--- config.mk ---
export PLATFORM = sky130hd
export DESIGN_NAME = reset_seq
export DESIGN_NICKNAME = d
export VERILOG_FILES = /design/src/design/reset_seq.sv
export SDC_FILE = /design/constraint.sdc
export NUM_CORES = 1
export LEC_CHECK = 0
export ABC_AREA = 1
export BUFFER_PORTS_ARGS = -buffer_cell sky130_fd_sc_hd__buf_2
export CELL_PAD_IN_SITES_DETAIL_PLACEMENT = 1
export CELL_PAD_IN_SITES_GLOBAL_PLACEMENT = 2
export CORE_MARGIN = 2
export CORE_UTILIZATION = 32
export DETAILED_ROUTE_END_ITERATION = 8
export PLACE_DENSITY_LB_ADDON = 0.1
export SLEW_MARGIN = 20
export SYNTH_ARGS = -nofsm -noshare
export SYNTH_HDL_FRONTEND = slang
export SYNTH_SLANG_ARGS = --single-unit
--- constraint.sdc ---
create_clock -name sys_clk -period 1.78 [get_ports sys_clk]
set_clock_uncertainty 0.15 [all_clocks]
set_input_delay 0.267 -clock sys_clk [delete_from_list [all_inputs] [get_ports sys_clk]]
set_output_delay 0.267 -clock sys_clk [all_outputs]
set_load 0.1 [all_outputs]
--- src/design/reset_seq.sv ---
`timescale 1ns/1ps

module reset_seq #(
	parameter int RESET_CYCLES = 32
) (
	input  logic sys_clk,
	input  logic hard_reset,
	input  logic soft_reset_req_i,	// One-cycle pulse from sysctl
	output logic sys_rst_o
);

	localparam int CNT_W = $clog2(RESET_CYCLES + 1);

	logic [CNT_W-1:0] cnt;
	logic [CNT_W-1:0] cnt_next;
	logic             rst_q;

	// Reload on soft request, else count down to zero
	always_comb begin
		cnt_next = cnt;
		if (soft_reset_req_i)
			cnt_next = CNT_W'(RESET_CYCLES);
		else if (cnt != '0)
			cnt_next = cnt - 1'b1;
	end

	// Reset output registered so downstream async resets see no decode glitch
	always_ff @(posedge sys_clk or posedge hard_reset) begin
		if (hard_reset) begin
			cnt   <= CNT_W'(RESET_CYCLES);
			rst_q <= 1'b1;
		end else begin
			cnt   <= cnt_next;
			rst_q <= cnt_next != '0;	// Falls with the last count
		end
	end

	assign sys_rst_o = rst_q;

endmodule

==> flow_summary.toml <==
[die]
dieHeight_um = 41.26
die_area_um2 = 1702
rows = 13
io_pins = 4
core_area_um2 = 1301
fp.dieW_um = 41.26
initial_core_util = 0.3413

[global_route]
antenna_found_initial = 0
track_usage = 0.1347
grt_pass1_vias = 341
overflow = 0
grt_max_degree = 8
grt_pass1_wl_um = 1462

[worst_setup_path]
regToRegStartpoint = "cnt[0]"
cp_num_buf_inv = 1
cpPeakStageDelay_ns = 0.51
rr_endpoint = "sys_rst_o"
arrival_ns = 1.16
crit_slowest_cell = "dfstp_2"
path_cells = "buf_2"
crit_path_end_kind = "output port"
cp_num_cells = 1
criticalPathCategory = "reg -> out"
r2r_cells = 9
required_ns = 1.36
r2r_slack_ns = 0.29
worst-path-max-fanout = 1
cp-start-kind = "flop"
crit_family = "flip-flops"

[min_path]
min_path_cells = 3
min-delay-start = "soft_reset_req_i"
hold_class = "in -> reg"
min_to = "cnt[5]"

[sta]
setup_violations = 0
rsz0062_at_grt = "no"
post-route-period-util = 0.8870
drv_slew = 0
max_freq_mhz = 633.4
tightestPinTransition_ns = 0.4853
fin_tns_setup_ns = 0
hold_viol = 0
slew_headroom = 0.6787
finalCriticalPeriod_ns = 1.579

[power_and_ir_drop]
power_switching_share = 0.4737
peakVddDrop_uv = 688.5
clkPwrFrac = 0.148
p_seq_frac = 0.331
intPower_uw = 490.0
p_switching_uw = 441.0
p_per_area_nw_per_um2 = 1810
pwr-share-comb = 0.521
p_leak_nw = 0.2744
finalPower_uw = 930.9

[detailed_routing]
drtIter0Drc = 0
routedWlPerCell_um = 10.81
wirelength_um = 800
wl_met3_um = 7
vias = 333
dr.max_layer_used = "met3"
drc = 0
vias_per_cell = 4.500
final_antenna_net_count = 0
first_pass_iters = 1
wl_met1_um = 345
wl_met2_um = 447

[cts]
cts.sinks = 7
cts_tree = "yes"
cts_hold_buf = 1
post_cts_resized = 0
numCtsBuffers = 3
cts_max_level = 1
cts_setup_buffers = 0
clkSlewWorstSetupHoldPaths_ns = 0.05
clk_latency_ns = 0.24
cts_root_buffer = "clkbuf_4"
cts_buffer_depth = 2

[cells_and_area]
layout_commonest_cell = "nand2_1"
final_cell_mix = "10 x nand2_1, 8 x inv_1, 5 x nand3_1, 5 x dfrtp_1"
synthToLayoutAreaGrowth_pct = 15.77
drive_above_1_share = 0.3390
final_cell_area_um2 = 514.2
n_antenna_cell = 0
nets = 65

[status]
outcome = "completed"

[placed_design]
dp_hpwl_um = 693.8
port_buffers = 3
gp_congestion = 0.7030
post_dp_cell_area_um2 = 478.0

[yosys]
synth_area_um2 = 444.2
syn_avg_cell_area_um2 = 8.709
ys_warn_count = 0
yosysUniqueCellTypes = 18
synth_nets = 56
syn_inst = 51
synth-seq-cells = 7
yosysSeqAreaShare = 0.4000

[flow_run]
maxCapViolations = 0
==> synthesized netlist by cell type (all sizes together) <==
cell     n  area share
nand3    7        0.12
clkinv   1       0.011
inv      9       0.076
nand2   12        0.11
dfrtp    5        0.28
xor2     2       0.056
nor2     7        0.11
ha       2       0.056
nand3b   1       0.017
nand4    3       0.042
dfstp    2        0.12
==> power by group through the flow <==
stage | Combinational, mW | Sequential, mW | Clock (mW)
6_report | 0.485 | 0.308 | 0.138
5_1_grt | 0.560 | 0.315 | 0.161
4_1_cts | 0.497 | 0.309 | 0.146
3_5_place_dp | 0.491 | 0.312 | 0
3_3_place_gp | 0.478 | 0.308 | 0
2_1_floorplan | 0.377 | 0.333 | 0
==> cell families (layout without fill, tap and decap cells) <==
| family | count (synthesis) | in the layout | share of synthesized area |
|---|---|---|---|
| xor+xnor | 2 | 2 | 0.05635 |
| fa+ha+maj | 2 | 2 | 0.05633 |
| buf+inv | 10 | 18 | 0.08731 |
| flops | 7 | 7 | 0.4000 |
| simple gates | 30 | 30 | 0.4000 |
==> final cells by class <==
class                           instances  area (µm²)
Tap cell                               15       18.77
Inverter                               10       38.79
Clock buffer                            4       26.28
Multi-Input combinational cell         34       227.7
Fill cell                             176       787.0
Timing Repair Buffer                    4       25.02
Sequential cell                         7       177.7
==> stage by stage <==
step / cells / worst slack [ns] / hold slack (ns) / utilization
floorplan: 51 / 0.4180 / -0.08105 / -
global placement: 69 / 0.3018 / 0.04080 / 0.3673
detailed placement: 69 / 0.2633 / 0.05314 / 0.3673
CTS: 74 / 0.1856 / 0.1379 / 0.3952
global route: 74 / 0.1260 / 0.1484 / 0.3952
finish: 74 / 0.2011 / 0.1452 / 0.3952
==> flip-flops by register name (all words and copies together) (netlist names) <==
name / flops
cnt: 6
sys_rst_o: 1
==> worst max-delay path by stage <==
stage / startpoint / slack, ns / to
finish: sys_rst_o / 0.20 / sys_rst_o
global route: cnt[1] / 0.13 / sys_rst_o
CTS: sys_rst_o / 0.19 / sys_rst_o
detailed placement: cnt[0] / 0.26 / sys_rst_o
global placement: cnt[0] / 0.30 / sys_rst_o
floorplan: cnt[0] / 0.42 / sys_rst_o
==> routing by layer <==
| metal | track usage | vias up |
|---|---|---|
| li1 | - | 174 |
| met2 | 0.2305 | 3 |
| met3 | 0.01630 | 0 |
| met5 | 0 | - |
| met4 | 0.07258 | 0 |
| met1 | 0.1617 | 156 |
Power figures use the tool's default switching activity.
