<file path="src/design/soc_pkg.sv">
package soc_pkg;

	// Bus widths
	localparam int DATA_W     = 32;
	localparam int ADDR_W     = 32;
	localparam int SEL_W      = DATA_W / 8;	// One select per byte lane

	// CSR word address, bank in 13..10, register in 9..0
	localparam int CSR_ADDR_W = 14;

	// System controller pins
	localparam int GPIO_OUT_W = 4;	// LEDs
	localparam int GPIO_IN_W  = 2;
	localparam int PWM_W      = 8;	// Backlight PWM, period 256

	localparam logic [DATA_W-1:0] SYSTEM_ID = 32'h50c0_a001;

	// Region field, address bits 30..28; bit 31 is a shadow
	typedef enum logic [2:0] {
		REGION_RAM = 3'd0,
		REGION_CSR = 3'd3
	} region_e;

	// Register index inside the sysctl bank
	typedef enum logic [9:0] {
		REG_GPIO_OUT      = 10'd0,
		REG_GPIO_IN       = 10'd1,
		REG_TIMER_CTRL    = 10'd2,	// En, autoreload, expired
		REG_TIMER_COMPARE = 10'd3,
		REG_TIMER_COUNT   = 10'd4,
		REG_PWM_DUTY      = 10'd5,
		REG_SYSTEM_ID     = 10'd6,
		REG_RESET         = 10'd7
	} sysctl_reg_e;

endpackage

</file>
<file path="src/design/sysctl_regs.sv">
`timescale 1ns/1ps

module sysctl_regs #(
	parameter int SYSCTL_BANK = 1
) (
	input  logic                          sys_clk,
	input  logic                          sys_rst_i,
	// CSR bus
	input  logic [soc_pkg::CSR_ADDR_W-1:0] csr_a_i,
	input  logic                          csr_we_i,
	input  logic [soc_pkg::DATA_W-1:0]     csr_dw_i,
	output logic [soc_pkg::DATA_W-1:0]     csr_dr_o,
	// GPIO
	input  logic [soc_pkg::GPIO_IN_W-1:0]  gpio_i,
	output logic [soc_pkg::GPIO_OUT_W-1:0] leds_o,
	// Timer and PWM control
	output logic                          timer_en_o,
	output logic                          timer_autoreload_o,
	output logic [soc_pkg::DATA_W-1:0]     timer_compare_o,
	output logic                          timer_irq_clear_o,
	output logic [soc_pkg::PWM_W-1:0]      pwm_duty_o,
	input  logic [soc_pkg::DATA_W-1:0]     timer_count_i,
	input  logic                          timer_expired_i,
	input  logic                          timer_done_i,	// Single shot finished
	// Reset sequencer
	output logic                          soft_reset_req_o
);

	localparam int BANK_W = soc_pkg::CSR_ADDR_W - 10;

	logic                         bank_hit;
	logic                         wr;
	soc_pkg::sysctl_reg_e         reg_idx;
	logic [soc_pkg::GPIO_IN_W-1:0] gpio_meta;
	logic [soc_pkg::GPIO_IN_W-1:0] gpio_q;
	logic                         reset_pend;

	assign bank_hit = csr_a_i[soc_pkg::CSR_ADDR_W-1:10] == BANK_W'(SYSCTL_BANK);
	assign reg_idx  = soc_pkg::sysctl_reg_e'(csr_a_i[9:0]);
	assign wr       = csr_we_i & bank_hit;

	// Pads are asynchronous
	always_ff @(posedge sys_clk or posedge sys_rst_i) begin
		if (sys_rst_i) begin
			gpio_meta <= '0;
			gpio_q    <= '0;
		end else begin
			gpio_meta <= gpio_i;
			gpio_q    <= gpio_meta;
		end
	end

	// Writable registers and pulses
	always_ff @(posedge sys_clk or posedge sys_rst_i) begin
		if (sys_rst_i) begin
			leds_o             <= '0;
			timer_en_o         <= 1'b0;
			timer_autoreload_o <= 1'b0;
			timer_compare_o    <= '0;
			timer_irq_clear_o  <= 1'b0;
			pwm_duty_o         <= '0;
			reset_pend         <= 1'b0;
			soft_reset_req_o   <= 1'b0;
		end else begin
			timer_irq_clear_o <= 1'b0;
			reset_pend        <= 1'b0;
			soft_reset_req_o  <= reset_pend;	// Lands after the bridge ack
			if (timer_done_i)
				timer_en_o <= 1'b0;	// Write below wins
			if (wr) begin
				case (reg_idx)
					soc_pkg::REG_GPIO_OUT:      leds_o <= csr_dw_i[soc_pkg::GPIO_OUT_W-1:0];
					soc_pkg::REG_TIMER_CTRL: begin
						timer_en_o         <= csr_dw_i[0];
						timer_autoreload_o <= csr_dw_i[1];
						timer_irq_clear_o  <= csr_dw_i[2];	// Clear expired
					end
					soc_pkg::REG_TIMER_COMPARE: timer_compare_o <= csr_dw_i;
					soc_pkg::REG_PWM_DUTY:      pwm_duty_o <= csr_dw_i[soc_pkg::PWM_W-1:0];
					soc_pkg::REG_RESET:         reset_pend <= csr_dw_i[0];
					default: ;	// Read-only or unused
				endcase
			end
		end
	end

	// Registered read data, zero outside the bank
	always_ff @(posedge sys_clk or posedge sys_rst_i) begin
		if (sys_rst_i)
			csr_dr_o <= '0;
		else if (!bank_hit)
			csr_dr_o <= '0;
		else begin
			case (reg_idx)
				soc_pkg::REG_GPIO_OUT:      csr_dr_o <= soc_pkg::DATA_W'(leds_o);
				soc_pkg::REG_GPIO_IN:       csr_dr_o <= soc_pkg::DATA_W'(gpio_q);
				soc_pkg::REG_TIMER_CTRL:
					csr_dr_o <= {29'd0, timer_expired_i, timer_autoreload_o, timer_en_o};
				soc_pkg::REG_TIMER_COMPARE: csr_dr_o <= timer_compare_o;
				soc_pkg::REG_TIMER_COUNT:   csr_dr_o <= timer_count_i;
				soc_pkg::REG_PWM_DUTY:      csr_dr_o <= soc_pkg::DATA_W'(pwm_duty_o);
				soc_pkg::REG_SYSTEM_ID:     csr_dr_o <= soc_pkg::SYSTEM_ID;
				default:                    csr_dr_o <= '0;	// Reset reg reads zero
			endcase
		end
	end

endmodule

</file>
<file path="config.mk">
export PLATFORM = sky130hd
export DESIGN_NAME = sysctl_regs
export DESIGN_NICKNAME = d
export VERILOG_FILES = /design/src/design/soc_pkg.sv /design/src/design/sysctl_regs.sv
export SDC_FILE = /design/constraint.sdc
export NUM_CORES = 1
export LEC_CHECK = 0
export BUFFER_PORTS_ARGS = -buffer_cell sky130_fd_sc_hd__buf_4
export CAP_MARGIN = 15
export CORE_MARGIN = 3
export CORE_UTILIZATION = 47
export DETAILED_ROUTE_END_ITERATION = 7
export GPL_TIMING_DRIVEN = 0
export PLACE_DENSITY = 0.76
export SLEW_MARGIN = 10
export SYNTH_ARGS = -nofsm -noshare
export SYNTH_HDL_FRONTEND = slang
export SYNTH_SLANG_ARGS = --single-unit
</file>
<file path="constraint.sdc">
create_clock -name sys_clk -period 3.1 [get_ports sys_clk]
set_input_delay 0.62 -clock sys_clk [delete_from_list [all_inputs] [get_ports sys_clk]]
set_output_delay 0.62 -clock sys_clk [all_outputs]
set_load 0.01 [all_outputs]
</file>
==> results.md <==
STA:
- The worst slack on hold paths is 0.220 ns.
- The minimum period implied by the final worst setup slack is 2.22 ns.
- The worst path meets setup with 0.882 ns of slack.
- Setup repair after global routing left no endpoint under its margin.
- At the pin with the least slew margin, the transition time is 0.699 ns.
- The worst slew margin relative to its limit is 53.1%.
- The final count of pins violating max slew is 0.
- For this run, the top clock speed supported by timing is 451 MHz.
- The number of setup violations in the final report is 0.
- The clock skew after layout is 0.00782 ns.
- The worst path uses 71.5% of the clock period.
- The final hold violation count is 0.

Global route:
- The number of antenna violations at the first check in global routing is 0.
- Global routing consumed, over all layers together, 22.2% of the routing resources.
- The via count of the first global-routing pass is 3010.
- The first global-routing pass estimated 14900 um of wire.
- Entering global routing, the biggest net connects 66 pins.
- Summed over all layers, the global routing overflow is 0.

Critical path:
- The critical path is of the primary input to flip-flop type.
- The largest single stage delay on the critical path is 0.69 ns.
- The slowest stage of the critical path is the nor4_4 cell.
- The capturing element type of the critical path is a flip-flop.
- The worst register-to-register path has a depth of 3.
- The startpoint of the worst register-to-register path is pwm_duty_o[0]$_DFFE_PP0P_.
- The setup slack on the worst flop-to-flop path is 1.94 ns.
- In this run the worst path has a maximum fanout of 8.
- In this run the critical register-to-register path is captured at csr_dr_o[0]$_DFF_PP0_.
- Data on the critical path arrives at its endpoint at 2.44 ns.
- The critical path goes through buf_4, or4b_4, nor4_4, mux2_2.
- STA puts the critical path data required time at 3.33 ns.
- The worst setup path is launched from a primary input.

Yosys:
- The flip-flop and latch count after synthesis is 85.
- The cell area that synthesis handed to floorplanning was 0.00358 mm^2.
- Synthesis produced a netlist whose cell count is 277.
- When the netlist entered floorplanning its net count stood at 362.
- The most used flip-flop cell after synthesis is dfrtp_1.
- Dividing the synthesized area by the synthesized cell count gives 12.9 um^2.
- The number of different library cells in the post-synthesis netlist is 37.
- Yosys printed 0 warnings.
- The number of flops mapped to enable cells by yosys is 0.
- Summing the sequential cell areas from Yosys gives 59.4% of the chip area.
- The share of flip-flops with an asynchronous set or reset after synthesis is 100%.

Floorplanning:
- The die span in y is 93.3 um.
- The area of the die is 0.00870 mm^2.
- The core region is 0.00733 mm^2.
- In this run the count of I/O pins placed on the die edge is 165.
- The die extent in x is 93.3 um.
- The initial core utilization is 48.9%.
- The number of core rows is 31.

Clock network:
- Clock-pin slew was measured on the worst setup and hold paths at 0.09 ns.
- CTS placed an instance of clkbuf_8 at the clock tree root.
- The number of cells upsized or downsized after cts is 0.
- The H-tree generated during clock tree synthesis spans 3 levels.
- TritonCTS built the clock tree.
- No sink is reached through more buffers than the 2 on the longest clock path.
- Once the clock tree was built, the setup fixing pass inserted 0 buffers.
- CTS saw 85 sinks.
- Buffers inserted during clock tree synthesis total 9.
- The clock reaches the later pin of the worst-skew pair after 0.34 ns.
- The total of hold buffers inserted after clock tree synthesis is 0.

Power and ir drop:
- For this design the ratio of total power to cell area is 415 mW/mm^2.
- In this run the static leakage power is 2.69 nW.
- IR analysis of the VDD net gives a maximum drop of 0.367 mV.
- The power after layout is 2.16 mW.

Route:
- The final routed DRC violation total is 0.
- Dividing the detail-routed wire length by the instance count gives 17.4 um.
- The total length of routed wires is 9670 um.
- The number of nets still failing antenna checks after routing is 0.
- In this run, the number of DRC markers left after iteration 0 of detailed routing was 97.
- The pre-antenna-repair detailed-routing pass consisted of 4 iterations.
- The number of vias after detailed routing is 2903.
- In the routed layout, each cell is associated on average with a via count of 5.21.

Finish:
- The finished cells cover 0.00519 mm^2.
- For this run, the number of standard cells in the final layout without fillers is 557.
- The net count of the finished layout is 538.
- The proportion of layout cells with a drive suffix above 1 is 51.7%.
- The fill cell total of the finished layout is 569.
- The repair_antennas step left the layout with diodes totalling 0.
- The layout overhead on the synthesized area is 45.0%.

Min path:
- The type of the most critical hold path is primary input to async pin.

Placement:
- The worst slack after detailed placement is 0.523 ns.
- The area after detailed placement is 0.00497 mm^2.
- The total instance count after detailed placement is 541.
- The final HPWL from detailed placement is 7200 um.
- The congestion estimate from routability-driven global placement came to 0.842.
- The count of buffers from port buffering is 164.

Outcome:
- The flow ran to the end, and the final reports show no timing, DRC or antenna violations.

Flow run:
- Max-cap violations in this run came to 0.
## metrics by stage
stage	setup TNS, ns	utilization [%]
2_1_floorplan	0	-
5_1_grt	0	70.8
3_3_place_gp	-55.32	67.3
4_1_cts	0	70.8
6_report	0	70.8
3_5_place_dp	0	67.8
## worst max-delay path: cells and delay by family
kind / cells / cell delay (ns)
muxes: 1 / 0.41
buffers and inverters: 1 / 0.12
and+or+nand+nor: 2 / 1.29
## report_power, final
group	switching [mW]	internal, mW	total (mW)	leakage [nW]
clock	0.393	0.478	0.871	0.106
sequential	0.00126	1.11	1.11	1.18
combinational	0.0816	0.0926	0.174	1.40
## worst max-delay path by stage
stage	startpoint	to	slack [ns]	cells past startpoint
5_1_grt	csr_a_i[11]	timer_compare_o[30]$_DFFE_PP0P_	0.82	5
3_3_place_gp	sys_rst_i	gpio_meta[0]$_DFF_PP0_	-0.66	2
2_1_floorplan	sys_rst_i	csr_dr_o[0]$_DFF_PP0_	0.29	1
6_report	csr_a_i[11]	pwm_duty_o[1]$_DFFE_PP0P_	0.88	4
3_5_place_dp	csr_a_i[11]	timer_compare_o[0]$_DFFE_PP0P_	0.52	5
4_1_cts	csr_a_i[11]	timer_compare_o[30]$_DFFE_PP0P_	0.87	5
## state kept, by name (all words and copies together), names as in the netlist
signal              count
pwm_duty_o              8
soft_reset_req_o        1
timer_compare_o        32
gpio_q                  2
csr_dr_o               32
timer_autoreload_o      1
timer_en_o              1
timer_irq_clear_o       1
gpio_meta               2
leds_o                  4
reset_pend              1
## area by class of cell
type / count / area (um^2) / area share [%]
Multi-Input combinational cell: 170 / 1350 / 26.0
Buffer: 19 / 95.1 / 1.83
Tap cell: 99 / 124 / 2.39
Clock buffer: 11 / 141 / 2.72
Inverter: 3 / 13.8 / 0.265
Sequential cell: 85 / 2130 / 41.0
Timing Repair Buffer: 165 / 1260 / 24.2
Clock inverter: 5 / 83.8 / 1.61
## cells in the mapped netlist, drive strengths merged, types with 2 or more instances
cell type	number	area, um^2
dfrtp	85	2130
mux2	46	518
nor2	20	75.1
a22oi	18	135
a21oi	14	70.1
clkbuf	14	52.6
nand2	12	45.0
o21ai	12	60.1
and3b	11	96.3
buf	5	42.5
nor4	5	76.3
mux2i	4	40.0
nor2b	4	25.0
inv	3	11.3
or3	3	18.8
a211o	2	17.5
nand4	2	12.5
nand4b	2	17.5
or4b	2	23.8
## placed cells by master, fill, tap and decap left out, types with 11 or more instances in the layout
master,netlist,layout
dfrtp_1,85,85
o21ai_0,12,12
nand2_1,12,12
nor2_1,20,20
a21oi_1,14,14
and3b_1,11,11
clkbuf_1,14,15
buf_4,0,164
a22oi_1,18,18
mux2_2,44,44
## layer usage
layer  wire [um]  GRT usage (%)  up-vias
met5           0              0        -
met4         132           8.30        0
met3         586           4.34       10
met2        5060           37.8       91
met1        3890           28.1     1447
li1            -              -     1355
## logic make-up (layout without fill, tap and decap cells)
group,after synthesis,in the layout,synth area share (%)
buffers and inverters,22,203,2.97
flip-flops,85,85,59.4
AND/OR/NAND/NOR,69,69,12.6
multiplexers,51,51,16.2
AO/OA/AOI/OAI,50,50,8.80
Power figures use the tool's default switching activity.
