--- config.mk ---
export PLATFORM = sky130hd
export DESIGN_NAME = bus_decode
export DESIGN_NICKNAME = d
export VERILOG_FILES = /design/src/design/soc_pkg.sv /design/src/design/bus_decode.sv
export SDC_FILE = /design/constraint.sdc
export NUM_CORES = 1
export LEC_CHECK = 0
export BUFFER_PORTS_ARGS = -buffer_cell sky130_fd_sc_hd__buf_2
export CAP_MARGIN = 20
export CORE_MARGIN = 8
export CORE_UTILIZATION = 20
export DETAILED_ROUTE_END_ITERATION = 6
export PLACE_DENSITY = 0.94
export SLEW_MARGIN = 20
export SYNTH_ARGS = -nofsm -noshare
export SYNTH_HDL_FRONTEND = slang
export SYNTH_SLANG_ARGS = --single-unit
export TNS_END_PERCENT = 1
--- constraint.sdc ---
create_clock -name sys_clk -period 1.25 [get_ports sys_clk]
set_input_delay 0.125 -clock sys_clk [delete_from_list [all_inputs] [get_ports sys_clk]]
set_output_delay 0.125 -clock sys_clk [all_outputs]
set_load 0.01 [all_outputs]
--- src/design/soc_pkg.sv ---
package soc_pkg;

	// Bus widths
	localparam int DATA_W     = 32;
	localparam int ADDR_W     = 32;
	localparam int SEL_W      = DATA_W / 8;	// One select per byte lane

	// CSR word address, bank in 13..10, register in 9..0
	localparam int CSR_ADDR_W = 14;

	// System controller pins
	localparam int GPIO_OUT_W = 4;	// LEDs
	localparam int GPIO_IN_W  = 2;
	localparam int PWM_W      = 8;	// Backlight PWM, period 256

	localparam logic [DATA_W-1:0] SYSTEM_ID = 32'h50c0_a001;

	// Region field, address bits 30..28; bit 31 is a shadow
	typedef enum logic [2:0] {
		REGION_RAM = 3'd0,
		REGION_CSR = 3'd3
	} region_e;

	// Register index inside the sysctl bank
	typedef enum logic [9:0] {
		REG_GPIO_OUT      = 10'd0,
		REG_GPIO_IN       = 10'd1,
		REG_TIMER_CTRL    = 10'd2,	// En, autoreload, expired
		REG_TIMER_COMPARE = 10'd3,
		REG_TIMER_COUNT   = 10'd4,
		REG_PWM_DUTY      = 10'd5,
		REG_SYSTEM_ID     = 10'd6,
		REG_RESET         = 10'd7
	} sysctl_reg_e;

endpackage

--- src/design/bus_decode.sv ---
`timescale 1ns/1ps

module bus_decode (
	input  logic                      sys_clk,
	input  logic                      sys_rst_i,
	// External master
	input  logic                      bus_cyc_i,
	input  logic                      bus_stb_i,
	input  logic [soc_pkg::ADDR_W-1:0] bus_adr_i,
	output logic [soc_pkg::DATA_W-1:0] bus_dat_o,
	output logic                      bus_ack_o,
	// Scratch RAM slave
	output logic                      ram_stb_o,
	input  logic [soc_pkg::DATA_W-1:0] ram_dat_i,
	input  logic                      ram_ack_i,
	// CSR bridge slave
	output logic                      csr_stb_o,
	input  logic [soc_pkg::DATA_W-1:0] brg_dat_i,
	input  logic                      brg_ack_i
);

	soc_pkg::region_e region;
	logic             access;
	logic             unmapped;
	logic             nack;	// Ack for accesses that hit no slave

	// Bit 31 ignored, shadow mapping as on the board
	assign region = soc_pkg::region_e'(bus_adr_i[30:28]);
	assign access = bus_cyc_i & bus_stb_i;

	assign ram_stb_o = access && (region == soc_pkg::REGION_RAM);
	assign csr_stb_o = access && (region == soc_pkg::REGION_CSR);
	assign unmapped  = access && !ram_stb_o && !csr_stb_o;

	// One-cycle answer, never back to back
	always_ff @(posedge sys_clk or posedge sys_rst_i) begin
		if (sys_rst_i)
			nack <= 1'b0;
		else
			nack <= unmapped & ~nack;
	end

	assign bus_ack_o = ram_ack_i | brg_ack_i | nack;

	// Return data of whichever slave acks, zero otherwise
	always_comb begin
		if (ram_ack_i)
			bus_dat_o = ram_dat_i;
		else if (brg_ack_i)
			bus_dat_o = brg_dat_i;
		else
			bus_dat_o = '0;	// Unmapped read or idle
	end

endmodule

==> results by group, run 1 <==
Floorplanning
  • Die H: roughly 63 µm
  • Std-Cell Rows: 17
  • Chip width: ~63 µm
  • DIE AREA: about 0.004 mm²
  • Initial core utilization: 0.2047
  • Core Box Area: approximately 0.0021 mm²
  • Top Ports: around 140

STA
  • Worst-margin pin slew: a little under 0.2 ns
  • Setup violators final: 0
  • Fin. max-slew vios: 0
  • Tmin final: ~1.0 ns
  • Setup TNS Final: 0 ns
  • Hold Violations, Final: 0
  • RSZ-0062 raised after global routing: no
  • Worst setup margin: between 0.2 and 0.25 ns
  • Maximum clock frequency: approximately 960 MHz
  • Clk_skew: 0 ns
  • Final period utilization: 0.8345
  • Slew HR: 0.8693

Critical path
  • Max stage delay on crit path: approximately 0.34 ns
  • Crit Path Max Fanout: 15
  • Slowest-stage cell, CP: or3_1
  • Crit-path cells: buf_2 > buf_4 > or3_1 > buf_2
  • CP Class: input port to output port
  • Worst Path Required: between 1 and 1.5 ns
  • Top delay family on crit path: buffers and inverters
  • Most used cell, CP: buf_2
  • Buffers & Inverters on Critical Path: 3
  • Crit. End Element: output port
  • Worst endpoint data arrival time: between 0.9 and 1 ns
  • Crit start category: input port

Placed design
  • Setup slack at placement: 0.2013 ns
  • Placed cell areas: 980.9 µm²
  • Hpwl dp: 2.358 mm
  • PortBufs: 107
  • GP Congestion: approximately 0.76

Flow run
  • Maxcap violations: 0

Global routing
  • Total GRT Usage: 0.1137
  • Largest net degree at the start of global routing: 27
  • First-pass GRT wire length: slightly below 4 mm
  • Number of global-route vias before repair: around 880
  • Antenna violations before repair: 0
  • Total congestion overflow: 0

Clock network
  • Clock latency on the worst-skew pair: 0 ns
  • Post CTS Setup Buffer Count: 0
  • Worst-path clk slew: 0 ns

Yosys
  • Fraction of synthesized cell area taken by the top area cell type: 0.6034
  • Post-synth EDFFs: 0
  • YS warnings: 0
  • #FFs+latches synth: 1
  • Syn Nets: approximately 160
  • Sequential fraction of the synthesis area: 0.05747
  • Netlist cell types: 13
  • Syn Inst Count: 54
  • Multiplexer share of the synthesized area: 0
  • Area share of fa/ha/maj cells after synthesis: 0
  • Compound-cell area share of the yosys netlist: 0.6437
  • Largest area contributor in the netlist: a22o_1
  • Xor and xnor area share after synthesis: 0.02011
  • FFs w/ async S/R, synth: 1.000
  • Syn Area/Cell: 8.063 µm²
  • Top cells by count, synth: a22o_1 (30), nand2_1 (6), buf_6 (4)
  • Synth top area cells: a22o_1 (60%), buf_6 (10%), dfrtp_1 (5.7%)
  • Synth Flop Type: dfrtp_1
  • Largest family of logic cells by synthesized area: compound AO/OA/AOI/OAI gates
  • Cell Area, Synth: approximately 440 µm²
  • Post-Synth Simple-Gate Area: 0.1236
  • Most frequent cell after synthesis: a22o_1

Routing
  • 1st-iter DRT viols: 42
  • Routed vias/inst: ~4.8
  • Residual DRC: 0
  • Routed len/inst: 14.03 µm
  • Drt first pass iters: 4
  • Routed wire length: ~2.6 mm
  • ANT nets after route: 0
  • Via Count: just under 900

Final layout
  • Top reg by flops: nack
  • Max FFs per register: 1
  • NumNets Final: approximately 260
  • Ant diodes: 0
  • Layout cell share with drive strength beyond 1: 0.7025
  • Syn-to-layout area delta: 127.6%
  • Area of the multi-input gates: ~340 µm²
  • Biggest regs: nack: 1 flops
  • Register area: about 25 µm²
  • Fillcell total: 234
  • Final instance area: slightly below 0.001 mm²

Pwr
  • Power Density: 408.8 mW/mm²
  • Sequential power share: 0.088
  • IR drop worst, VDD: ~270 µV
  • Leakage: 0.6244 nW
  • Comb power frac: 0.912
  • Int Pwr: between 0.2 and 0.25 mW
  • Sw Share: 0.4038
  • Net Sw Power: ~0.16 mW
  • Total power: 0.4051 mW
  • Clock Power Share: 0

Status
  • Status: finished, final reports clean

Hold path
  • Worst Hold Class: input port to flop
==> worst paths after layout <==
| kind | depth (start not counted) | start | end | slack, ns |
|---|---|---|---|---|
| worst max-delay path | 4 | ram_ack_i | bus_ack_o | 0.21 |
| worst min-delay path | 3 | bus_adr_i[30] | nack | 0.39 |
| worst max register to register | 1 | nack | nack | 0.63 |
| worst min register to register | 1 | nack | nack | 0.42 |
| max in group asynchronous | 3 | sys_rst_i | nack | 0.65 |
| min in group asynchronous | 3 | sys_rst_i | nack | 0.51 |
==> placed cells by master (no fill, tap or decap) <==
master / instances
nor3_1: 1
or3_1: 1
o21ai_1: 2
xnor2_1: 1
buf_12: 1
a22o_1: 30
nand2_1: 6
dlygate4sd3_1: 1
inv_1: 2
nor4_1: 1
buf_4: 2
dfrtp_1: 1
a211oi_1: 1
nor2b_4: 1
buf_2: 107
==> routing by layer <==
layer  vias up  track usage  part of all wire  wire [µm]
li1        432            -                 -          -
met5         -            0                 0          0
met2        58       0.2354              0.53       1375
met1       401      0.09878              0.35        901
met3         2      0.05376              0.12        326
met4         0     0.005698            0.0027          7
==> power groups by stage <==
stage | logic, mW | clock network [mW] | registers [mW]
floorplan | 0.174 | 0 | 0.0355
global placement | 0.364 | 0 | 0.0358
detailed placement | 0.372 | 0 | 0.0359
CTS | 0.375 | 0 | 0.0359
global route | 0.403 | 0 | 0.0360
finish | 0.369 | 0 | 0.0358
==> final cells by class <==
cell class,count,share of cell area
sequential,1,0.02525
timing repair buffer,111,0.5859
tap,28,0.03535
inverter,2,0.007576
multi-input combinational,44,0.3460
==> cell families (layout without fill, tap and decap cells) <==
family	after synthesis	count (layout)
compound gates	33	33
xor+xnor	1	1
buf+inv	9	113
flops	1	1
simple gates	10	10
==> worst min-delay path, cell delays in order <==
cell and delay, ns:
buf_2 0.11, inv_1 0.05, a211oi_1 0.05
==> what timing repair did <==
item	CTS	global route
hold buffers	1	0
gates resized for setup	0	0
hold endpoints to repair	1	0
==> through the flow <==
step / cells / utilization / hold WS (ns)
floorplan: 54 / - / -0.1463
global placement: 185 / 0.4612 / -0.04004
detailed placement: 185 / 0.4612 / -0.03575
CTS: 186 / 0.4659 / 0.3914
global route: 186 / 0.4659 / 0.4212
finish: 186 / 0.4659 / 0.3872
Note: power is estimated with default switching activity, not from simulation.
==> run 2: changes to the inputs <==
--- a/config.mk
+++ b/config.mk
@@ -8,9 +8,9 @@
 export BUFFER_PORTS_ARGS = -buffer_cell sky130_fd_sc_hd__buf_2
 export CAP_MARGIN = 20
 export CORE_MARGIN = 8
-export CORE_UTILIZATION = 20
+export CORE_UTILIZATION = 16
 export DETAILED_ROUTE_END_ITERATION = 6
-export PLACE_DENSITY = 0.94
+export PLACE_DENSITY = 0.82
 export SLEW_MARGIN = 20
 export SYNTH_ARGS = -nofsm -noshare
 export SYNTH_HDL_FRONTEND = slang
==> constraint.sdc (replaced) <==
create_clock -name sys_clk -period 0.95 [get_ports sys_clk]
set_input_delay 0.095 -clock sys_clk [delete_from_list [all_inputs] [get_ports sys_clk]]
set_output_delay 0.095 -clock sys_clk [all_outputs]
set_load 0.01 [all_outputs]
==> run 2 against run 1 <==
  * Critical path depth up 1
  * Sequential share of layout area decreased by 0.071 points
  * Clock skew unchanged
  * Critical path type unchanged
==> results by group, run 2 (same netlist as run 1, synthesis figures left out) <==
Status
  • Status: finished, final reports clean

Hold path
  • Min-delay src: bus_adr_i[30]
  • Hold path depth: 3
  • Worst Hold Class: input port to flop
  • Hold path endpoint: nack

Critical path
  • CP Class: input port to output port
  • Crit Path Max Fanout: 16
  • FF-to-FF Start: nack
  • Max stage delay on crit path: between 0.15 and 0.2 ns
  • R2r setup slk: about 0.34 ns
  • Worst endpoint data arrival time: approximately 0.83 ns
  • Slowest-stage cell, CP: a22o_1
  • Crit. End Element: output port
  • Crit start category: input port
  • Reg-to-Reg End: nack
  • Crit-path cells: buf_4 > nor2b_4 > buf_12 > a22o_1 > buf_2
  • Worst Path Required: 0.85 ns
  • Worst R2R Path Depth: 1

Pwr
  • Power Density: roughly 540 mW/mm²
  • Total power: between 0.5 and 0.6 mW
  • IR drop worst, VDD: ~300 µV
  • Leakage: between 0.6 and 0.7 nW

Clock network
  • Post CTS Setup Buffer Count: 0
  • Worst-path clk slew: 0 ns
  • Clock latency on the worst-skew pair: 0 ns

Routing
  • Routed len/inst: about 14 µm
  • 1st-iter DRT viols: 13
  • Drt first pass iters: 4
  • ANT nets after route: 0
  • Routed wire length: ~2.7 mm
  • Residual DRC: 0
  • Via Count: slightly below 900
  • Routed vias/inst: 4.568

Global routing
  • Antenna violations before repair: 0
  • Total congestion overflow: 0
  • First-pass GRT wire length: between 3 and 4 mm
  • Number of global-route vias before repair: 901
  • Total GRT Usage: 0.09416
  • Largest net degree at the start of global routing: 21

Placed design
  • Hpwl dp: between 2 and 2.5 mm
  • GP Congestion: 0.6749
  • PortBufs: about 110

Floorplanning
  • Core Box Area: 0.002663 mm²
  • Die H: approximately 68 µm
  • Initial core utilization: 0.1635
  • DIE AREA: roughly 0.0046 mm²
  • Chip width: just under 70 µm
  • Std-Cell Rows: 19
  • Top Ports: about 140

STA
  • Worst-margin pin slew: between 0.2 and 0.25 ns
  • Final period utilization: 0.9703
  • Maximum clock frequency: 1085 MHz
  • Clk_skew: 0 ns
  • RSZ-0062 raised after global routing: yes
  • Slew HR: 0.8611
  • Fin. max-slew vios: 0
  • Hold Violations, Final: 0
  • Worst Hold Margin: between 0.3 and 0.4 ns
  • Tmin final: between 0.9 and 1 ns
  • Setup violators final: 0

Final layout
  • Most frequent cells in the layout: buf_2 (105), a22o_1 (30), nand2_1 (6), buf_4 (4)
  • Top reg by flops: nack
  • Layout cell share with drive strength beyond 1: 0.7044
  • Biggest regs: nack: 1 flops
  • Fillcell total: just over 300
  • Ant diodes: 0
  • Most common cell after layout, fill and taps aside: buf_2
  • Syn-to-layout area delta: 134.2%
  • NumNets Final: approximately 260
  • Max FFs per register: 1

Flow run
  • Maxcap violations: 0
-- run 2: where the power goes --
part,internal (mW),switching (mW)
logic,0.283,0.217
registers,0.0459,0.00116
clock network,0,0
total,0.329,0.218
-- run 2: layout make-up --
| type | count | area [µm²] | area share |
|---|---|---|---|
| inverter | 2 | 7.507 | 0.007362 |
| multi-input combinational | 44 | 342.8 | 0.3362 |
| sequential | 1 | 25.02 | 0.02454 |
| tap | 31 | 38.79 | 0.03804 |
| timing repair buffer | 112 | 605.6 | 0.5939 |
-- run 2: what timing repair did --
item | CTS | global route
resized for setup | 0 | 2
endpoints found under the setup margin | 0 | 21
hold endpoints to repair | 1 | 0
hold buffers | 1 | 0
-- run 2: worst max-delay path by stage --
stage          startpoint            end  slack (ns)  depth (start not counted)
2_1_floorplan        nack      bus_ack_o        0.16                          1
3_3_place_gp    brg_ack_i  bus_dat_o[24]        0.02                          5
3_5_place_dp    brg_ack_i  bus_dat_o[31]       0.006                          5
4_1_cts         brg_ack_i  bus_dat_o[31]       0.006                          5
5_1_grt         ram_ack_i  bus_dat_o[13]      -0.006                          5
6_report        brg_ack_i  bus_dat_o[26]        0.03                          5
-- run 2: worst max-delay path, delay by kind of cell --
| kind | cells | cell delay, ns |
|---|---|---|
| AOI/OAI and AO/OA | 1 | 0.19 |
| buffers and inverters | 3 | 0.40 |
| and+or+nand+nor | 1 | 0.14 |
-- run 2: per-layer routing --
metal | vias up | part of all wire | global-route usage
met3 | 0 | 0.14 | 0.03928
met4 | 0 | 0 | 0
met2 | 61 | 0.51 | 0.1852
li1 | 432 | - | -
met1 | 375 | 0.35 | 0.09506
met5 | - | 0 | 0
-- run 2: through the flow --
stage / utilization / setup TNS, ns / instance area [µm²] / std cells / worst slack (ns)
3_3_place_gp: 0.3774 / 0 / 1005 / 189 / 0.02423
3_5_place_dp: 0.3774 / 0 / 1005 / 189 / 0.005500
4_1_cts: 0.3811 / 0 / 1015 / 190 / 0.005806
6_report: 0.3830 / 0 / 1020 / 190 / 0.02822
5_1_grt: 0.3830 / -0.006616 / 1020 / 190 / -0.005902
2_1_floorplan: - / 0 / 435.4 / 54 / 0.1583
