`config.mk`:
```
export PLATFORM = sky130hd
export DESIGN_NAME = sysctl_timer
export DESIGN_NICKNAME = d
export VERILOG_FILES = /design/src/design/soc_pkg.sv /design/src/design/sysctl_timer.sv
export SDC_FILE = /design/constraint.sdc
export NUM_CORES = 1
export LEC_CHECK = 0
export ABC_AREA = 1
export BUFFER_PORTS_ARGS = -buffer_cell sky130_fd_sc_hd__buf_4
export CAP_MARGIN = 15
export CORE_ASPECT_RATIO = 0.9
export CORE_UTILIZATION = 28
export CTS_CLUSTER_SIZE = 16
export DETAILED_ROUTE_END_ITERATION = 8
export GPL_ROUTABILITY_DRIVEN = 0
export SLEW_MARGIN = 20
export SYNTH_ARGS = -nofsm -noshare
export SYNTH_HDL_FRONTEND = slang
export SYNTH_SLANG_ARGS = --single-unit
```
`constraint.sdc`:
```
create_clock -name sys_clk -period 2.16 [get_ports sys_clk]
set_input_delay 0.432 -clock sys_clk [delete_from_list [all_inputs] [get_ports sys_clk]]
set_output_delay 0.432 -clock sys_clk [all_outputs]
set_load 0.01 [all_outputs]
```
`src/design/soc_pkg.sv`:
```
package soc_pkg;

	// Bus widths
	localparam int DATA_W     = 32;
	localparam int ADDR_W     = 32;
	localparam int SEL_W      = DATA_W / 8;	// One select per byte lane

	// CSR word address, bank in 13..10, register in 9..0
	localparam int CSR_ADDR_W = 14;

	// System controller pins
	localparam int GPIO_OUT_W = 4;	// LEDs
	localparam int GPIO_IN_W  = 2;
	localparam int PWM_W      = 8;	// Backlight PWM, period 256

	localparam logic [DATA_W-1:0] SYSTEM_ID = 32'h50c0_a001;

	// Region field, address bits 30..28; bit 31 is a shadow
	typedef enum logic [2:0] {
		REGION_RAM = 3'd0,
		REGION_CSR = 3'd3
	} region_e;

	// Register index inside the sysctl bank
	typedef enum logic [9:0] {
		REG_GPIO_OUT      = 10'd0,
		REG_GPIO_IN       = 10'd1,
		REG_TIMER_CTRL    = 10'd2,	// En, autoreload, expired
		REG_TIMER_COMPARE = 10'd3,
		REG_TIMER_COUNT   = 10'd4,
		REG_PWM_DUTY      = 10'd5,
		REG_SYSTEM_ID     = 10'd6,
		REG_RESET         = 10'd7
	} sysctl_reg_e;

endpackage

```
`src/design/sysctl_timer.sv`:
```
`timescale 1ns/1ps

module sysctl_timer (
	input  logic                      sys_clk,
	input  logic                      sys_rst_i,
	input  logic                      timer_en_i,
	input  logic                      timer_autoreload_i,
	input  logic [soc_pkg::DATA_W-1:0] timer_compare_i,
	input  logic                      timer_irq_clear_i,
	input  logic [soc_pkg::PWM_W-1:0]  pwm_duty_i,
	output logic [soc_pkg::DATA_W-1:0] timer_count_o,
	output logic                      timer_expired_o,
	output logic                      timer_done_o,
	output logic                      pwm_o
);

	logic                     timer_match;
	logic [soc_pkg::PWM_W-1:0] pwm_cnt;

	assign timer_match  = timer_en_i && (timer_count_o == timer_compare_i);
	assign timer_done_o = timer_match & ~timer_autoreload_i;	// Drops enable in regs

	// Interval counter, back to zero on match
	always_ff @(posedge sys_clk or posedge sys_rst_i) begin
		if (sys_rst_i)
			timer_count_o <= '0;
		else if (timer_match)
			timer_count_o <= '0;
		else if (timer_en_i)
			timer_count_o <= timer_count_o + 1'b1;
	end

	// Sticky expired flag, also the interrupt
	always_ff @(posedge sys_clk or posedge sys_rst_i) begin
		if (sys_rst_i)
			timer_expired_o <= 1'b0;
		else if (timer_match)
			timer_expired_o <= 1'b1;	// Set beats clear
		else if (timer_irq_clear_i)
			timer_expired_o <= 1'b0;
	end

	// Free-running PWM, period 256
	always_ff @(posedge sys_clk or posedge sys_rst_i) begin
		if (sys_rst_i) begin
			pwm_cnt <= '0;
			pwm_o   <= 1'b0;
		end else begin
			pwm_cnt <= pwm_cnt + 1'b1;
			pwm_o   <= pwm_cnt < pwm_duty_i;	// Duty cycles high per period
		end
	end

endmodule

```
==> flow_summary.toml, run 1 <==
[die]
coreArea_sq_mm = 0.01231
die_h_microns = 109.8
io_pins = 80
die_w_microns = 121.7
die-area_sq_mm = 0.01336
rows = 38
start_util_pct = 29.34

[synthesis]
synth_area_sq_mm = 0.003613
ys_types = 32
ys_seq_area_share_pct = 29.09
synth_nets = 650
synthCells = 596
synth-seq-cells = 42
yosysWarnings = 0
synth_area_per_cell_sq_um = 6.063

[layout]
final_cells = 881
layout_commonest_cell = "nand2_1"
final_area_sq_mm = 0.004895
layout.nets = 774
fillerInstances = 1357
layout_common_cells = "nand2_1, buf_4, nor2_1"
n_antenna_cell = 0
synthToLayoutAreaGrowth_pct = 35.46
drive_above_1_share_pct = 23.30

[timing]
relSlewSlack_pct = 62.53
setup_slack_ns = 0.01053
worst_pin_slew_ns = 0.5621
finalCritPeriodShare_pct = 99.51
grt_setup_unrepaired = "yes"
slew_viol_final = 0
clock_skew_ns = 0.01112
setup_viol = 0
final_hold_viol_count = 0
period_needed_ns = 2.149
timing.fmax_mhz = 465.2

[clock_network]
clk_pin_slew_worst_paths_ns = 0.07
cts_tree = "yes"
numCtsBuffers = 5
h-tree-depth = 2
clkSinkCount = 42
clk_path_buf_depth = 2
clockRootBuffer = "clkbuf_16"
clkLatencyLatePin_ns = 0.30

[critical_path]
r2r_start = "timer_count_o[1]$_DFFE_PP0P_"
rr_worst_depth = 10
startpoint = "timer_count_o[15]$_DFFE_PP0P_"
timing.rr.end = "timer_count_o[18]$_DFFE_PP0P_"
crit_path_max_fanout = 6
r2r_slack_ns = 0.28
endpoint_kind = "output port"
cp.arrival_ns = 1.72
start_kind = "flop"
critPathCapture = "timer_done_o"
crit_type = "reg2out"
required_ns = 1.73

[drt]
route.detailed.drc = 0
drt-total-wl_microns = 11770
routedWlPerCell_microns = 13.35
vias_per_cell = 4.498
vias = 3963
drtPass1Iterations = 5
postRouteAntennaNets = 0
drt_first_iter_violations = 286

[status]
status = "finished clean"

[power]
powerDensity_mw_per_mm2 = 522.1
p_leak_nw = 2.642
power_mw = 2.556
peakVddDrop_v = 0.0002581

[placed_design]
place_ws_ns = 0.1726
portBuffers = 79
place_inst = 866
dp_hpwl_microns = 9639
postPlaceCellArea_sq_mm = 0.004663

[min_path]
hold_class = "in2async"

[flow_run]
maxCapViolCount = 0

[global_routing]
grt_max_degree = 43
antenna_found_initial = 0
grt_pass1_vias = 3674
grt_usage_pct = 18.49
grt.overflow.total = 0
grt_pass1_wl_microns = 18660
## synth_stat cells, drive strengths merged
library cell | count | area share [%]
xor2 | 19 | 4.6
and2 | 4 | 0.73
nand3b | 3 | 0.62
nor2 | 107 | 12
o21ai | 7 | 0.97
inv | 92 | 9.6
nand3 | 42 | 6.1
nor3 | 14 | 2.4
a21oi | 8 | 1.1
ha | 9 | 3.1
o211ai | 1 | 0.21
buf | 6 | 1.1
dfrtp | 42 | 29
nand4 | 14 | 2.4
o22ai | 1 | 0.17
and3 | 2 | 0.35
xnor2 | 15 | 3.6
or2 | 2 | 0.35
clkbuf | 2 | 0.24
nand2 | 206 | 22
## report_power, final
part           total [mW]  internal (mW)  switching, mW  leakage, nW
Clock               0.780          0.429          0.351       0.0698
Combinational       0.832          0.370          0.461         2.09
Sequential          0.944          0.856         0.0880        0.481
## worst min path at each step
stage,cells after the start,slack [ns],endpoint,start
final,3,0.27,timer_count_o[0]$_DFFE_PP0P_,sys_rst_i
after global routing,2,0.32,timer_expired_o$_DFFE_PP0P_,timer_irq_clear_i
after CTS,3,0.30,pwm_o$_DFF_PP0_,sys_rst_i
after detailed placement,1,0.46,pwm_cnt[0]$_DFF_PP0_,pwm_cnt[0]$_DFF_PP0_
after global placement,1,0.46,pwm_cnt[0]$_DFF_PP0_,pwm_cnt[0]$_DFF_PP0_
after floorplan,1,0.44,pwm_cnt[0]$_DFF_PP0_,pwm_cnt[0]$_DFF_PP0_
## what timing repair did
| action | CTS | global route |
|---|---|---|
| buffers inserted | 0 | 7 |
| endpoints found under the setup margin | 1 | 1 |
| resized for setup | 5 | 13 |
| hold endpoints to repair | 0 | 0 |
| hold buffers | 0 | 0 |
| pin swaps | 0 | 4 |
## layout make-up
class	instances	area, sq um	area share, %
clock buffers	5	125.1	2.556
clock inverters	3	21.27	0.4346
inverters	92	345.3	7.055
multi-input cells	454	2191	44.76
flip-flops and latches	42	1061	21.68
well taps	160	200.2	4.090
repair buffers	125	950.9	19.43
## critical path, cell delays in order (launching register included)
cell,delay (ns)
dfrtp_2,0.44
inv_1,0.11
nand2_1,0.08
nand2_2,0.10
nand4_1,0.10
nand3b_1,0.23
nor3_2,0.21
buf_4,0.15
## metrics by stage
step	TNS (ns)	hold slack [ns]	util, %
finish	0	0.2686	39.75
global route	-0.05742	0.3219	39.75
CTS	0	0.3022	39.15
detailed placement	0	0.4626	37.87
global placement	0	0.4614	37.87
floorplan	0	0.4369	-
## flip-flops by register name, summed over array words and instances (netlist names)
signal,flops
pwm_o,1
timer_expired_o,1
pwm_cnt,8
timer_count_o,32
## kinds of logic (layout without fill, tap and decap cells)
group | count (synthesis) | in the layout | share of synthesized area [%]
compound gates | 17 | 17 | 2.459
xor+xnor | 34 | 34 | 8.241
fa+ha+maj | 9 | 9 | 3.116
buf+inv | 100 | 225 | 10.91
flops | 42 | 42 | 29.09
simple gates | 394 | 394 | 46.19
## metal layers
metal / vias to the layer above / wire [microns] / track usage (%)
li1: 2068 / - / -
met1: 1754 / 5796 / 26.45
met2: 129 / 5022 / 28.41
met3: 12 / 809 / 3.320
met4: 0 / 136 / 4.586
met5: - / 0 / 0
(Power assumes the default switching activity.)
==> inputs of run 2 (changes only) <==
--- a/config.mk
+++ b/config.mk
@@ -13,6 +13,7 @@
 export CTS_CLUSTER_SIZE = 16
 export DETAILED_ROUTE_END_ITERATION = 8
 export GPL_ROUTABILITY_DRIVEN = 0
+export PLACE_DENSITY = 0.46
 export SLEW_MARGIN = 20
 export SYNTH_ARGS = -nofsm -noshare
 export SYNTH_HDL_FRONTEND = slang
==> run 2 against run 1 <==
Against the previous run: final cell count increased by 0.45%; total power rose by 3.1%; clock-buffer cell count is the same; first-iteration DRC count shrank 26%; clock skew down 0.0056 ns; register-to-register slack improved by 0.03 ns; sequential share of layout area down 0.46 points; largest power group unchanged; highest routed layer unchanged.
==> flow_summary.toml, run 2 (synthesized netlist as in run 1, its figures left out) <==
[status]
status = "finished clean"

[clock_network]
clockRootBuffer = "clkbuf_16"
h-tree-depth = 2
clk_path_buf_depth = 2
numCtsBuffers = 5
clk_pin_slew_worst_paths_ns = 0.07
postCtsHoldBufs = 0
clkLatencyLatePin_ns = 0.30
clkSinkCount = 42
cts_tree = "yes"

[global_routing]
grt_pass1_vias = 3971
grt_pass1_wl_microns = 19910
antenna_found_initial = 0
grt.overflow.total = 0
grt_usage_pct = 19.58
grt_max_degree = 43

[min_path]
hold_class = "in2async"

[drt]
drt-total-wl_microns = 12380
vias = 4043
drtPass1Iterations = 4
postRouteAntennaNets = 0
drt_first_iter_violations = 212
route.detailed.drc = 0
vias_per_cell = 4.568
routedWlPerCell_microns = 13.99

[timing]
period_needed_ns = 2.152
slew_viol_final = 0
relSlewSlack_pct = 62.31
worst_pin_slew_ns = 0.5653
final_hold_viol_count = 0
hold_ws_ns = 0.2653
grt_setup_unrepaired = "yes"
timing.fmax_mhz = 464.7
clock_skew_ns = 0.005527
finalCritPeriodShare_pct = 99.62
setup_viol = 0

[power]
clkPwrFrac_pct = 30.4
p_leak_nw = 2.675
p_seq_share_pct = 35.9
switchingPower_mw = 0.9361
peakVddDrop_v = 0.0003109
p_int_mw = 1.699
powerDensity_mw_per_mm2 = 522.6
comb_power_share_pct = 33.7
sw_frac_of_total_pct = 35.52

[die]
die_w_microns = 121.7
io_pins = 80
die-area_sq_mm = 0.01336
die_h_microns = 109.8
coreArea_sq_mm = 0.01231
start_util_pct = 29.34
rows = 38

[layout]
n_antenna_cell = 0
layout.nets = 778
final_cells = 885
reg_top3 = "timer_count_o x32, pwm_cnt x8"
fillerInstances = 1346
regMostFlops = "timer_count_o"
layout_commonest_cell = "nand2_1"
drive_above_1_share_pct = 28.41
synthToLayoutAreaGrowth_pct = 39.54
layout_common_cells = "nand2_1, buf_4, nor2_1"
largest_reg_flops = 32

[flow_run]
maxCapViolCount = 0

[critical_path]
crit_chain = "xnor2_1 > nand4_1 > nand3b_1 > nor3_2 > buf_4"
crit_type = "reg2out"
crit_path_max_fanout = 3
slowest_stage = "dfrtp_1"
endpoint_kind = "output port"
max_stage_delay_ns = 0.39
required_ns = 1.73
cp.arrival_ns = 1.72
start_kind = "flop"

[placed_design]
dp_hpwl_microns = 9957
place_inst = 851
portBuffers = 79
run 2: cell count changes in the layout (fill, tap and decap cells not counted), moves of 3 or more:
cell,change
dfrtp_1,-7
buf_4,+3
xnor2_2,+3
nand2_2,+13
nor2_2,+4
nand2_1,-15
dfrtp_2,+7
nor2_1,-6
xnor2_1,-3
run 2: worst paths after layout:
path | end | from | slack [ns] | cells past startpoint
hold / removal | timer_count_o[18]$_DFFE_PP0P_ | sys_rst_i | 0.27 | 3
setup reg to reg | timer_count_o[18]$_DFFE_PP0P_ | timer_count_o[1]$_DFFE_PP0P_ | 0.31 | 10
hold reg to reg | pwm_cnt[0]$_DFF_PP0_ | pwm_cnt[0]$_DFF_PP0_ | 0.47 | 1
max in group asynchronous | timer_count_o[0]$_DFFE_PP0P_ | sys_rst_i | 1.46 | 3
min in group sys_clk | timer_expired_o$_DFFE_PP0P_ | timer_irq_clear_i | 0.33 | 2
setup / recovery | timer_done_o | timer_count_o[24]$_DFFE_PP0P_ | 0.008 | 5
run 2: what timing repair did:
action,4_1_cts,5_1_grt
setup endpoints to repair,1,1
buffers inserted,5,21
pin swaps,0,16
resized for setup,7,51
run 2: final cells by class:
class | instances | area, sq um | area share, %
clock buffers | 5 | 125.1 | 2.481
clock inverters | 3 | 25.02 | 0.4963
multi-input cells | 454 | 2292 | 45.46
well taps | 160 | 200.2 | 3.970
repair buffers | 129 | 984.7 | 19.53
flip-flops and latches | 42 | 1070 | 21.22
inverters | 92 | 345.3 | 6.849
run 2: routing by layer:
metal / share of wire, % / up-vias / GRT usage [%]
met5: 0 / - / 0
met4: 1.3 / 0 / 4.409
met3: 4.1 / 16 / 2.801
met2: 45 / 89 / 31.60
met1: 50 / 1862 / 27.44
li1: - / 2076 / -
run 2: through the flow:
stage          instance area [sq um]  setup WS [ns]  utilization [%]  total power, mW  TNS [ns]
2_1_floorplan                   3613         0.3910                -            1.413         0
3_3_place_gp                    4551        0.04978            36.95            1.743         0
3_5_place_dp                    4551        0.06756            36.95            1.747         0
4_1_cts                         4752       0.004123            38.59            2.562         0
5_1_grt                         5042       -0.06480            40.95            2.809  -0.06480
6_report                        5042       0.008211            40.95            2.635         0
run 2: worst max-delay path: cells and delay by family, from the launching register on:
| family | cells | cell delay (ns) |
|---|---|---|
| DFF | 1 | 0.39 |
| and+or+nand+nor | 3 | 0.54 |
| buffers and inverters | 1 | 0.15 |
| xor gates and xnor gates | 1 | 0.34 |
run 2: power by group through the flow:
stage | sequential, mW | clock (mW) | combinational, mW
floorplan | 0.964 | 0 | 0.449
global placement | 0.962 | 0 | 0.780
detailed placement | 0.962 | 0 | 0.785
CTS | 0.947 | 0.825 | 0.790
global route | 0.958 | 0.850 | 1.00
finish | 0.946 | 0.801 | 0.888
==> inputs of run 3 (changes only) <==
==> constraint.sdc (replaced) <==
create_clock -name sys_clk -period 2.16 [get_ports sys_clk]
set_input_delay 0.216 -clock sys_clk [delete_from_list [all_inputs] [get_ports sys_clk]]
set_output_delay 0.216 -clock sys_clk [all_outputs]
set_load 0.01 [all_outputs]
==> run 3 against run 2 <==
Against the previous run: total power down 1.9%; clock-buffer cell count is the same; sequential cell count unchanged; non-clock buffer count down 36; clock skew down 0.0014 ns; largest cell class unchanged.
==> flow_summary.toml, run 3 (synthesized netlist as in run 1, its figures left out) <==
[status]
status = "finished clean"

[power]
p_leak_nw = 2.516
p_seq_share_pct = 37.7
switchingPower_mw = 0.8729
power_mw = 2.586
p_int_mw = 1.713
clkPwrFrac_pct = 34.2
sw_frac_of_total_pct = 33.75
comb_power_share_pct = 28.1
peakVddDrop_v = 0.0002505
powerDensity_mw_per_mm2 = 552.2

[drt]
postRouteAntennaNets = 0
vias_per_cell = 4.502
drt-total-wl_microns = 12010
vias = 3822
route.detailed.drc = 0
drtPass1Iterations = 4
drt_first_iter_violations = 242
routedWlPerCell_microns = 14.15

[layout]
n_antenna_cell = 0
fillerInstances = 1363
layout_commonest_cell = "nand2_1"
reg_top3 = "timer_count_o x32, pwm_cnt x8"
regMostFlops = "timer_count_o"
layout_common_cells = "nand2_1, nor2_1, buf_4"
layout.nets = 742
drive_above_1_share_pct = 18.72
final_cells = 849
synthToLayoutAreaGrowth_pct = 29.61
largest_reg_flops = 32

[clock_network]
clkSinkCount = 42
clkLatencyLatePin_ns = 0.29
numCtsBuffers = 5
clockRootBuffer = "clkbuf_16"
clk_pin_slew_worst_paths_ns = 0.06
cts_tree = "yes"
h-tree-depth = 2
clk_path_buf_depth = 2

[timing]
finalCritPeriodShare_pct = 95.88
slew_viol_final = 0
tns_ns = 0
setup_slack_ns = 0.08907
final_hold_viol_count = 0
clock_skew_ns = 0.004141
period_needed_ns = 2.071
relSlewSlack_pct = 62.89
grt_setup_unrepaired = "no"
timing.fmax_mhz = 482.9
setup_viol = 0
worst_pin_slew_ns = 0.5532

[global_routing]
grt_usage_pct = 19.09
grt_max_degree = 16
grt_pass1_wl_microns = 19250
grt.overflow.total = 0
grt_pass1_vias = 3673
antenna_found_initial = 0

[critical_path]
crit_type = "reg2out"
required_ns = 1.94
crit_path_max_fanout = 6
endpoint_kind = "output port"
start_kind = "flop"
cp.arrival_ns = 1.85

[placed_design]
portBuffers = 79
place_inst = 836
dp_hpwl_microns = 9904
place_ws_ns = 0.3112

[die]
rows = 38
die_w_microns = 121.7
coreArea_sq_mm = 0.01231
die_h_microns = 109.8
io_pins = 80
die-area_sq_mm = 0.01336
start_util_pct = 29.34

[min_path]
hold_class = "in2reg"

[flow_run]
maxCapViolCount = 0
[run 3: timing repair]
action                                  in CTS  in global routing
endpoints found under the setup margin       0                  1
hold endpoints to repair                    13                  0
gates resized for setup                      0                 12
hold buffers                                 1                  0
buffers inserted                             0                  4
[run 3: metrics by stage]
step	hold slack (ns)	util, %	area (sq um)
final	0.1161	38.03	4683
after CTS	0.1171	37.50	4618
after floorplan	0.3233	-	3613
after global routing	0.1225	38.03	4683
after global placement	0.2252	36.04	4438
after detailed placement	0.2301	36.04	4438
[run 3: worst max-delay path, cell delays in order (launching register included)]
cell and delay [ns]:
dfrtp_1 0.48, nand2_1 0.17, nand2_1 0.07, nor2_1 0.15, nand3_1 0.10, nor2_1 0.15, nand3_2 0.13, nor3_1 0.17
buf_4 0.15
[run 3: path summary, 6_finish.rpt]
| path | from | slack (ns) | depth (start not counted) | to |
|---|---|---|---|---|
| worst min register to register | pwm_cnt[7]$_DFF_PP0_ | 0.48 | 1 | pwm_cnt[7]$_DFF_PP0_ |
| worst max-delay path | timer_count_o[17]$_DFFE_PP0P_ | 0.09 | 8 | timer_done_o |
| worst max register to register | timer_count_o[1]$_DFFE_PP0P_ | 0.28 | 9 | timer_count_o[18]$_DFFE_PP0P_ |
| max in group asynchronous | sys_rst_i | 1.11 | 4 | timer_count_o[23]$_DFFE_PP0P_ |
| worst min-delay path | timer_irq_clear_i | 0.12 | 2 | timer_expired_o$_DFFE_PP0P_ |
| min in group asynchronous | sys_rst_i | 0.46 | 3 | timer_count_o[14]$_DFFE_PP0P_ |
[run 3: final cells by class]
cell class | count | area (sq um) | share of cell area, %
clock inverters | 3 | 45.04 | 0.9618
repair buffers | 93 | 713.2 | 15.23
inverters | 92 | 345.3 | 7.374
flip-flops and latches | 42 | 1061 | 22.66
clock buffers | 5 | 125.1 | 2.672
multi-input cells | 454 | 2193 | 46.83
well taps | 160 | 200.2 | 4.275
[run 3: metal layers]
layer  wire, microns  GRT usage, %  vias up  share of wire, %
li1                -             -     2005                 -
met1            5903         26.63     1712                49
met2            5300         30.35       96                44
met3             683         3.527        9               5.7
met4             123         4.321        0               1.0
met5               0             0        -                 0
[run 3: power groups by stage]
stage | logic (mW) | registers (mW) | clock network [mW]
4_1_cts | 0.729 | 0.975 | 0.910
6_report | 0.727 | 0.975 | 0.885
5_1_grt | 0.825 | 0.995 | 0.941
3_5_place_dp | 0.724 | 0.990 | 0
2_1_floorplan | 0.449 | 0.964 | 0
3_3_place_gp | 0.721 | 0.989 | 0
